[src/dram_cache_pkg.sv]
`default_nettype none

package dram_cache_pkg;
	localparam int ADDR_WIDTH     = 32;
	localparam int OFFSET_WIDTH   = 6;	// 64-byte lines.
	localparam int INDEX_WIDTH    = 6;	// 64 sets.
	localparam int TAG_WIDTH      = ADDR_WIDTH - INDEX_WIDTH - OFFSET_WIDTH;
	localparam int TID_WIDTH      = 8;
	localparam int FIFO_DEPTH     = 4;
	localparam int FIFO_AFULL     = 3;
	localparam int FIFO_PTR_WIDTH = $clog2(FIFO_DEPTH);
	localparam int FIFO_CNT_WIDTH = $clog2(FIFO_DEPTH + 1);
	localparam int NUM_SETS       = 1 << INDEX_WIDTH;
	localparam int TAG_LSB        = OFFSET_WIDTH + INDEX_WIDTH;
	localparam int ENTRY_WIDTH    = 1 + TID_WIDTH + ADDR_WIDTH;

	typedef logic [ADDR_WIDTH-1:0]     addr_t;
	typedef logic [INDEX_WIDTH-1:0]    index_t;
	typedef logic [TAG_WIDTH-1:0]      tag_t;
	typedef logic [TID_WIDTH-1:0]      tid_t;
	typedef logic [ENTRY_WIDTH-1:0]    fifo_entry_t;	// {write, tid, addr}.
	typedef logic [FIFO_PTR_WIDTH-1:0] fifo_ptr_t;
	typedef logic [FIFO_CNT_WIDTH-1:0] fifo_cnt_t;

	typedef enum logic {S_IDLE, S_REQ} extr_state_t;

	function automatic index_t addr_index(input addr_t addr);
		return addr[TAG_LSB-1:OFFSET_WIDTH];
	endfunction

	function automatic tag_t addr_tag(input addr_t addr);
		return addr[ADDR_WIDTH-1:TAG_LSB];
	endfunction

	function automatic fifo_entry_t make_entry(input logic write, input tid_t tid, input addr_t addr);
		return {write, tid, addr};
	endfunction
endpackage

`default_nettype wire

[src/index_extractor.sv]
`timescale 1ns/10ps
`default_nettype none

module index_extractor import dram_cache_pkg::*; (
	input  wire         clk,
	input  wire         rst_n,

	input  wire addr_t  ar_addr_i,
	input  wire         ar_valid_i,
	output logic        ar_ready_o,

	input  wire addr_t  aw_addr_i,
	input  wire         aw_valid_i,
	output logic        aw_ready_o,

	output addr_t       tag_ar_addr_o,
	output logic        tag_ar_valid_o,
	input  wire         tag_ar_ready_i,

	input  wire         fifo_afull_i,
	output logic        fifo_wren_o,
	output fifo_entry_t fifo_wdata_o
);

	extr_state_t state, state_n;
	tid_t        tid, tid_n;
	logic        last_rd, last_rd_n;	// 1 when the last grant went to the read channel.
	logic        req_valid, req_valid_n;
	logic        wren, wren_n;
	addr_t       index_addr;
	fifo_entry_t wdata;
	logic        can_accept;
	logic        grant_rd, grant_wr;
	addr_t       sel_addr;

	assign can_accept = (state == S_IDLE) && !fifo_afull_i;
	// a waiting write wins after a read, and a waiting read wins after a write.
	assign grant_rd   = can_accept && ar_valid_i && (!aw_valid_i || !last_rd);
	assign grant_wr   = can_accept && aw_valid_i && !grant_rd;
	assign sel_addr   = grant_rd ? ar_addr_i : aw_addr_i;

	always_comb begin
		state_n     = state;
		tid_n       = tid;
		last_rd_n   = last_rd;
		req_valid_n = req_valid;
		wren_n      = 1'b0;	// push is a single-cycle pulse.

		case (state)
			S_IDLE: begin
				if (grant_rd || grant_wr) begin
					state_n     = S_REQ;
					req_valid_n = 1'b1;
					wren_n      = 1'b1;
					last_rd_n   = grant_rd;
					if (grant_rd)
						tid_n = tid + 1'b1;	// wraps at TID_WIDTH.
				end
			end
			S_REQ: begin
				if (tag_ar_ready_i) begin
					state_n     = S_IDLE;
					req_valid_n = 1'b0;
				end
			end
			default: state_n = S_IDLE;
		endcase
	end

	always_ff @(posedge clk) begin
		if (!rst_n) begin
			state     <= S_IDLE;
			tid       <= tid_t'(1);
			last_rd   <= 1'b0;
			req_valid <= 1'b0;
			wren      <= 1'b0;
		end else begin
			state     <= state_n;
			tid       <= tid_n;
			last_rd   <= last_rd_n;
			req_valid <= req_valid_n;
			wren      <= wren_n;
		end
	end

	always_ff @(posedge clk) begin
		if (grant_rd || grant_wr) begin
			// line-aligned index, tag and offset bits zeroed.
			index_addr <= addr_t'({addr_index(sel_addr), {OFFSET_WIDTH{1'b0}}});
			wdata      <= make_entry(grant_wr, grant_rd ? tid : tid_t'(0), sel_addr);
		end
	end

	assign ar_ready_o     = grant_rd;
	assign aw_ready_o     = grant_wr;
	assign tag_ar_addr_o  = index_addr;
	assign tag_ar_valid_o = req_valid;
	assign fifo_wren_o    = wren;
	assign fifo_wdata_o   = wdata;

endmodule

`default_nettype wire

[src/tag_fifo.sv]
`timescale 1ns/10ps
`default_nettype none

module tag_fifo import dram_cache_pkg::*; (
	input  wire              clk,
	input  wire              rst_n,
	input  wire              wren_i,
	input  wire fifo_entry_t wdata_i,
	input  wire              rden_i,
	output fifo_entry_t      rdata_o,
	output logic             empty_o,
	output logic             afull_o
);

	fifo_entry_t mem [FIFO_DEPTH];
	fifo_ptr_t   wr_ptr, rd_ptr;
	fifo_cnt_t   count;
	logic        push, pop;

	assign push = wren_i && (count != fifo_cnt_t'(FIFO_DEPTH));	// drop on overflow.
	assign pop  = rden_i && !empty_o;

	always_ff @(posedge clk) begin
		if (!rst_n) begin
			wr_ptr <= '0;
			rd_ptr <= '0;
			count  <= '0;
		end else begin
			if (push)
				wr_ptr <= wr_ptr + 1'b1;	// depth is a power of two.
			if (pop)
				rd_ptr <= rd_ptr + 1'b1;
			case ({push, pop})
				2'b10:   count <= count + 1'b1;
				2'b01:   count <= count - 1'b1;
				default: count <= count;
			endcase
		end
	end

	always_ff @(posedge clk) begin
		if (push)
			mem[wr_ptr] <= wdata_i;
	end

	assign rdata_o = mem[rd_ptr];	// head shown without a read strobe.
	assign empty_o = (count == '0);

	// raised one entry early, so a push already in flight still fits.
	assign afull_o = (count >= fifo_cnt_t'(FIFO_AFULL));

endmodule

`default_nettype wire

[src/tag_store.sv]
`timescale 1ns/10ps
`default_nettype none

module tag_store import dram_cache_pkg::*; (
	input  wire         clk,
	input  wire         rst_n,

	input  wire addr_t  ar_addr_i,
	input  wire         ar_valid_i,
	output logic        ar_ready_o,

	output logic        r_valid_o,
	output tag_t        r_tag_o,
	output logic        r_hitv_o,

	input  wire         fill_en_i,
	input  wire index_t fill_index_i,
	input  wire tag_t   fill_tag_i
);

	tag_t                tag_mem [NUM_SETS];
	logic [NUM_SETS-1:0] valid;
	logic                r_valid_q;
	tag_t                r_tag_q;
	logic                r_hitv_q;
	index_t              rd_index;
	logic                rd_fire;

	assign rd_index   = addr_index(ar_addr_i);
	assign ar_ready_o = !r_valid_q;	// one return outstanding at most.
	assign rd_fire    = ar_valid_i && ar_ready_o;

	always_ff @(posedge clk) begin
		if (!rst_n) begin
			valid     <= '0;
			r_valid_q <= 1'b0;
		end else begin
			r_valid_q <= rd_fire;
			if (fill_en_i)
				valid[fill_index_i] <= 1'b1;
		end
	end

	// a fill on the edge of a read is seen from the next read on.
	always_ff @(posedge clk) begin
		if (fill_en_i)
			tag_mem[fill_index_i] <= fill_tag_i;
		if (rd_fire) begin
			r_tag_q  <= tag_mem[rd_index];
			r_hitv_q <= valid[rd_index];
		end
	end

	assign r_valid_o = r_valid_q;
	assign r_tag_o   = r_tag_q;
	assign r_hitv_o  = r_hitv_q;

endmodule

`default_nettype wire

[src/tag_checker.sv]
`timescale 1ns/10ps
`default_nettype none

module tag_checker import dram_cache_pkg::*; (
	input  wire              clk,
	input  wire              rst_n,

	input  wire              r_valid_i,
	input  wire tag_t        r_tag_i,
	input  wire              r_hitv_i,

	input  wire fifo_entry_t fifo_rdata_i,
	output logic             fifo_rden_o,

	output logic             fill_en_o,
	output index_t           fill_index_o,
	output tag_t             fill_tag_o,

	output logic             res_valid_o,
	output logic             res_hit_o,
	output logic             res_write_o,
	output tid_t             res_tid_o,
	output addr_t            res_addr_o
);

	logic  head_write;
	tid_t  head_tid;
	addr_t head_addr;
	tag_t  head_tag;
	logic  hit;

	// entry layout is {write, tid, addr}.
	assign {head_write, head_tid, head_addr} = fifo_rdata_i;

	assign head_tag = addr_tag(head_addr);
	assign hit      = r_hitv_i && (r_tag_i == head_tag);

	// returns come back in request order, so the head belongs to this return.
	assign fifo_rden_o  = r_valid_i;
	assign fill_en_o    = r_valid_i && !hit;	// a miss claims the set.
	assign fill_index_o = addr_index(head_addr);
	assign fill_tag_o   = head_tag;

	always_ff @(posedge clk) begin
		if (!rst_n)
			res_valid_o <= 1'b0;
		else
			res_valid_o <= r_valid_i;
	end

	always_ff @(posedge clk) begin
		if (r_valid_i) begin
			res_hit_o   <= hit;
			res_write_o <= head_write;
			res_tid_o   <= head_tid;
			res_addr_o  <= head_addr;
		end
	end

endmodule

`default_nettype wire

[src/dram_cache_tag_top.sv]
`timescale 1ns/10ps
`default_nettype none

module dram_cache_tag_top import dram_cache_pkg::*; (
	input  wire        clk,
	input  wire        rst_n,

	input  wire addr_t ar_addr_i,
	input  wire        ar_valid_i,
	output logic       ar_ready_o,

	input  wire addr_t aw_addr_i,
	input  wire        aw_valid_i,
	output logic       aw_ready_o,

	output logic       res_valid_o,
	output logic       res_hit_o,
	output logic       res_write_o,
	output tid_t       res_tid_o,
	output addr_t      res_addr_o
);

	addr_t       tag_ar_addr;
	logic        tag_ar_valid, tag_ar_ready;
	logic        tag_r_valid, tag_r_hitv;
	tag_t        tag_r_tag;
	logic        fifo_wren, fifo_rden, fifo_afull;
	logic        fifo_empty;	// observed by the bound checks.
	fifo_entry_t fifo_wdata, fifo_rdata;
	logic        fill_en;
	index_t      fill_index;
	tag_t        fill_tag;

	index_extractor u_extractor (
		.clk, .rst_n,
		.ar_addr_i, .ar_valid_i, .ar_ready_o,
		.aw_addr_i, .aw_valid_i, .aw_ready_o,
		.tag_ar_addr_o(tag_ar_addr), .tag_ar_valid_o(tag_ar_valid),
		.tag_ar_ready_i(tag_ar_ready),
		.fifo_afull_i(fifo_afull), .fifo_wren_o(fifo_wren), .fifo_wdata_o(fifo_wdata)
	);

	tag_fifo u_fifo (
		.clk, .rst_n,
		.wren_i(fifo_wren), .wdata_i(fifo_wdata), .rden_i(fifo_rden),
		.rdata_o(fifo_rdata), .empty_o(fifo_empty), .afull_o(fifo_afull)
	);

	tag_store u_store (
		.clk, .rst_n,
		.ar_addr_i(tag_ar_addr), .ar_valid_i(tag_ar_valid), .ar_ready_o(tag_ar_ready),
		.r_valid_o(tag_r_valid), .r_tag_o(tag_r_tag), .r_hitv_o(tag_r_hitv),
		.fill_en_i(fill_en), .fill_index_i(fill_index), .fill_tag_i(fill_tag)
	);

	tag_checker u_checker (
		.clk, .rst_n,
		.r_valid_i(tag_r_valid), .r_tag_i(tag_r_tag), .r_hitv_i(tag_r_hitv),
		.fifo_rdata_i(fifo_rdata), .fifo_rden_o(fifo_rden),
		.fill_en_o(fill_en), .fill_index_o(fill_index), .fill_tag_o(fill_tag),
		.res_valid_o, .res_hit_o, .res_write_o, .res_tid_o, .res_addr_o
	);

endmodule

`default_nettype wire

[config.mk]
export PLATFORM = sky130hd
export DESIGN_NAME = dram_cache_tag_top
export DESIGN_NICKNAME = d
export VERILOG_FILES = /design/src/dram_cache_pkg.sv /design/src/index_extractor.sv /design/src/tag_fifo.sv /design/src/tag_store.sv /design/src/tag_checker.sv /design/src/dram_cache_tag_top.sv
export SDC_FILE = /design/constraint.sdc
export NUM_CORES = 1
export LEC_CHECK = 0
export BUFFER_PORTS_ARGS = -buffer_cell sky130_fd_sc_hd__clkbuf_2
export CELL_PAD_IN_SITES_DETAIL_PLACEMENT = 1
export CELL_PAD_IN_SITES_GLOBAL_PLACEMENT = 1
export CORE_MARGIN = 2
export CORE_UTILIZATION = 51
export CTS_CLUSTER_DIAMETER = 50
export DETAILED_ROUTE_END_ITERATION = 7
export PLACE_DENSITY = 0.8
export REMOVE_ABC_BUFFERS = 1
export SETUP_SLACK_MARGIN = 0.05
export SLEW_MARGIN = 20
export SYNTH_ARGS = -nofsm -noshare
export SYNTH_HDL_FRONTEND = slang
export SYNTH_HIERARCHICAL = 1
export SYNTH_SLANG_ARGS = --single-unit
export TNS_END_PERCENT = 1
[constraint.sdc]
create_clock -name clk -period 7.5 [get_ports clk]
set_input_delay 0.75 -clock clk [delete_from_list [all_inputs] [get_ports clk]]
set_output_delay 0.75 -clock clk [all_outputs]
set_load 0.005 [all_outputs]
### Word-level counts from Yosys, hierarchy flattened

Memories as Yosys holds them, arrays and structs flattened. A register that Yosys moved wholly into a read port is not among the register bits.
Cells that the tools add are included.

* $add $sub $neg: 5
* $lt $le $gt $ge: 4
* equal/unequal tests: 6
* muxes and demuxes: 18
* bitwise gates (word level): 3
* reduce and logical (&&, ||, !) cells: 26

Operator list (number)
* bitwise OR 64 bit: 1
* 2-to-1 mux 32 bit: 1
* == test 20 bit: 1
* < comparator 6 x 7 -> 1 bit (second input constant): 2
* logical AND 1 bit: 11
* 2-to-1 mux 1 bit: 10
* adder 8 x 1 -> 8 bit (second input constant): 1
* logical NOT 1 bit: 7
* binary-select mux 1 bit (select 6 bit): 1
* demux 1 bit (select 6 bit): 1
* >= comparator 6 x 1 -> 1 bit (second input constant): 1
* one-hot mux 3 bit (2 select lines): 1
* adder 2 x 1 -> 2 bit (second input constant): 2
* 2-to-1 mux 2 bit: 2
* != test 2 bit (second input constant): 2
* one-hot mux 1 bit (2 select lines): 2
* AND reduction 2 bit: 2
* adder 3 x 1 -> 3 bit (second input constant): 1
* >= comparator 3 x 2 -> 1 bit (second input constant): 1
* logical NOT 3 bit: 1
* != test 3 bit (second input constant): 1
* AND reduction 3 bit: 1
* subtractor 3 x 1 -> 3 bit (second input constant): 1
* == test 2 x 1 -> 1 bit (second input constant): 1
* 5 further kinds: 7

* register bits after elaboration: 175
* bits in writable memories: 1444
* input bits: 68
* output and inout port bits: 45
* memories: 2

Memory list
* u_store.tag_mem: depth 64, bits a word 20, rd ports 1, clocked after Yosys merged registers in 1, wr ports 1, RTL line tag_store.sv:21 `tag_t tag_mem [NUM_SETS];`
* u_fifo.mem: depth 4, bits a word 41, rd ports 1, clocked after Yosys merged registers in 1, wr ports 1, RTL line tag_fifo.sv:15 `fifo_entry_t mem [FIFO_DEPTH];`

### Longest topological paths before layout

* depth after elaboration: 10
* mapped depth: 11

### By module

Netlist, hierarchy kept.

Modules (own cells, without submodules)
* tag_store: instances 1, cells an instance 2335, area an instance 52251.4 µm², sequential area each 40368.7 µm²
* tag_fifo: instances 1, cells an instance 269, area an instance 6461.2 µm², sequential area each 5104.9 µm²
* index_extractor: instances 1, cells an instance 183, area an instance 2483.6 µm², sequential area each 1471.4 µm²
* tag_checker: instances 1, cells an instance 100, area an instance 1719.1 µm², sequential area each 1281.2 µm²

### Least setup slack after synthesis

Ideal clock, no wire load.

* kind: input -> register
* start point: input ar_valid_i
* end point: register u_extractor.wdata[0], in the netlist u_extractor/fifo_wdata_o[0] (enable)
* library setup time: 0.495 ns
* data arrival time: 3.703 ns
* data required time: 7.005 ns
* setup slack: 3.302 ns
* stages on the path: 2
* path buffers: 0
* cells stage by stage: nor2_1 > nor3_1

* word-level cells in the longest chain between the ends: 5

Ends and longest elaborated chain
* from (decl): RTL line dram_cache_tag_top.sv:9 `input wire ar_valid_i,`
* logical AND 1 bit (*) (2 in a row): RTL line index_extractor.sv:38 `assign grant_rd = can_accept && ar_valid_i && (!aw_valid_i || !last_rd);`
* logical NOT 1 bit: RTL line index_extractor.sv:39 `assign grant_wr = can_accept && aw_valid_i && !grant_rd;`
* logical AND 1 bit: RTL line index_extractor.sv:39
* logical OR 1 bit (*): RTL line index_extractor.sv:87 `if (grant_rd || grant_wr) begin`
* to (signal assigned): RTL line index_extractor.sv:90 `wdata <= make_entry(grant_wr, grant_rd ? tid : tid_t'(0), sel_addr);`
* to (decl): RTL line index_extractor.sv:31 `fifo_entry_t wdata;`

Mark *: on every way between the ends. The rest lies on a longest branch, timed or not.
A chain may end at the register's enable or synchronous reset.

==> results.py <==
metrics = {
    "outcome": {
        "outcome": "complete, no violations",
    },
    "run": {
        "maxCapViolCount": 0,
    },
    "global_routing": {
        "grt.total_usage": 0.270,
        "grt_pass1_wl_um": 242000,
        "grt_antenna_before_repair": 8,
        "grt_max_degree": 120,
        "grt-ovfl-total": 0,
        "grt_pass1_vias": 32821,
    },
    "timing": {
        "tightest_slew_ns": 1.06,
        "period_needed_ns": 5.63,
        "hold_viol_final": 0,
        "rsz0062_at_grt": "no",
        "maxSlewViolCount": 0,
        "clock_skew_ns": 0.0383,
        "setup_viol": 0,
        "fmax_mhz": 178,
        "holdWs_ns": 0.280,
        "slew_headroom": 0.288,
        "finalCritPeriodShare": 0.750,
        "fin_setup_tns_ns": 0,
    },
    "floorplanning": {
        "design.core.area_sq_um": 122000,
        "dieArea_sq_um": 126000,
        "die_x_um": 355,
        "die_y_um": 355,
        "pin_count": 113,
        "fp-row-count": 128,
        "initial_core_util": 0.515,
    },
    "pwr": {
        "power.share.clock": 0.398,
        "intPower_mw": 15.9,
        "p_per_area_nw_per_um2": 297,
        "comb_power_share": 0.103,
        "vdd_drop_max_mv": 0.223,
        "p_sw_mw": 5.01,
        "power_switching_share": 0.239,
        "leakage_nw": 22.3,
        "p_total_mw": 21.0,
        "sequentialPowerShare": 0.499,
    },
    "clock_network": {
        "cts-root-buf": "clkbuf_16",
        "clkLatencyLatePin_ns": 0.78,
        "cts_setup_buffers": 0,
        "cts.sinks": 1635,
        "post_cts_resize_count": 0,
        "ctsHoldBuffers": 0,
        "clk_path_buf_depth": 3,
        "cts_tree": "done",
        "numCtsBuffers": 163,
        "cts.clk_slew.worst_paths_ns": 0.06,
        "cts_max_level": 4,
    },
    "setup_path": {
        "cp.required_ns": 7.88,
        "path_max_fanout": 24,
        "critPathLaunchType": "flip-flop",
        "cp-end-kind": "flip-flop",
        "cp_data_arrival_time_ns": 6.01,
        "critPathKind": "reg2reg",
    },
    "placement": {
        "dp_hpwl_um": 95300,
        "gp_congestion": 0.846,
        "place_area_sq_um": 64900,
        "io_buffers": 112,
        "dpl.cell_count": 4479,
    },
    "detailed_routing": {
        "final_antenna_net_count": 0,
        "top_layer": "met5",
        "met1_length_um": 61300,
        "routed-wl-met2_um": 83800,
        "vias_per_cell": 6.61,
        "routedWlPerCell_um": 35.3,
        "route.met3.wl_um": 15700,
        "wl_um": 169000,
        "dr_total_vias": 31610,
        "firstDrtPassIters": 5,
        "drc": 0,
        "drt-initial-drc-count": 4325,
    },
    "final_layout": {
        "nNetsFinal": 3094,
        "syn2layout_area_growth_pct": 12.5,
        "multi_input_area_sq_um": 13600,
        "nFillCells": 10108,
        "layout-drive-gt1-share": 0.294,
        "instances_no_fill": 4782,
        "fin_area_sq_um": 70500,
        "ff_latch_area_sq_um": 48200,
    },
    "synth": {
        "syn_area_sq_um": 62700,
        "synth_cells": 2860,
        "ys.warnings.count": 6,
        "synth_area_per_cell_sq_um": 21.9,
    },
    "hold_path": {
        "hp-class": "in2reg",
    },
}
-- stage by stage --
stage                     utilization  setup WS [ns]
after floorplan                     -          -7.60
after global placement          0.531           2.17
after detailed placement        0.532           1.92
after CTS                       0.577           1.75
after global routing            0.579           1.75
final                           0.579           1.87
-- layer usage --
layer / track usage / up-vias
met3: 0.0484 / 396
li1: - / 12262
met5: 0 / -
met2: 0.444 / 2198
met1: 0.358 / 16746
met4: 0.115 / 8
-- worst paths after layout --
path | from | end | slack (ns) | depth (start not counted)
worst max-delay path | flip-flop | u_store/tag_mem[61][4]$_DFFE_PP_ | 1.87 | 9
worst min-delay path | ar_addr_i[16] | u_extractor/fifo_wdata_o[16]$_DFFE_PP_ | 0.28 | 2
worst max register to register | flip-flop | u_store/tag_mem[61][4]$_DFFE_PP_ | 1.87 | 9
worst min register to register | u_store/valid[26]$_SDFFE_PN0P_ | u_store/valid[26]$_SDFFE_PN0P_ | 0.47 | 1
-- sequential cells by signal, summed over array words and instances, names as in the netlist, 2 cells and up, named ones only --
signal	flops
u_checker/res_addr_o	32
u_checker/res_tid_o	8
u_extractor/fifo_wdata_o	41
u_extractor/tid	8
u_fifo/count	3
u_fifo/mem	164
u_fifo/rd_ptr	2
u_fifo/wr_ptr	2
u_store/r_tag_o	20
u_store/tag_mem	1280
u_store/valid	64
-- critical path, cell delays in order, from the launching register on --
cell     delay, ns
dfxtp_2       0.92
buf_4         0.34
mux4_2        0.58
xor2_1        0.38
nor4_1        0.18
nand3_1       0.18
o31a_1        0.40
nor2b_1       0.48
nand3_1       0.81
nor2_4        0.92
-- power groups by stage --
stage | Combinational [mW] | Sequential [mW] | Clock, mW
3_5_place_dp | 2.08 | 10.6 | 0
6_report | 2.15 | 10.5 | 8.34
4_1_cts | 2.12 | 10.5 | 8.42
5_1_grt | 2.22 | 10.5 | 8.70
3_3_place_gp | 1.98 | 10.6 | 0
2_1_floorplan | 1.38 | 10.8 | 0
-- cell usage in the layout (no fill, tap or decap), types with 49 or more instances in the layout --
cell       instances
edfxtp_1        1548
mux4_2           369
clkbuf_16        172
clkbuf_2         111
dfxtp_1           84
o21a_1            66
mux2i_1           60
buf_4             58
nor2_4            50
a22oi_1           49
-- final cells by class --
class / instances / area share
Clock inverter: 84 / 0.0120
Antenna cell: 1 / 0.0000355
Clock buffer: 218 / 0.0659
Timing Repair Buffer: 175 / 0.0158
Sequential cell: 1635 / 0.684
Inverter: 11 / 0.000585
Multi-Input combinational cell: 1033 / 0.193
Tap cell: 1625 / 0.0288
No activity file was read; power rests on OpenSTA's default activity.
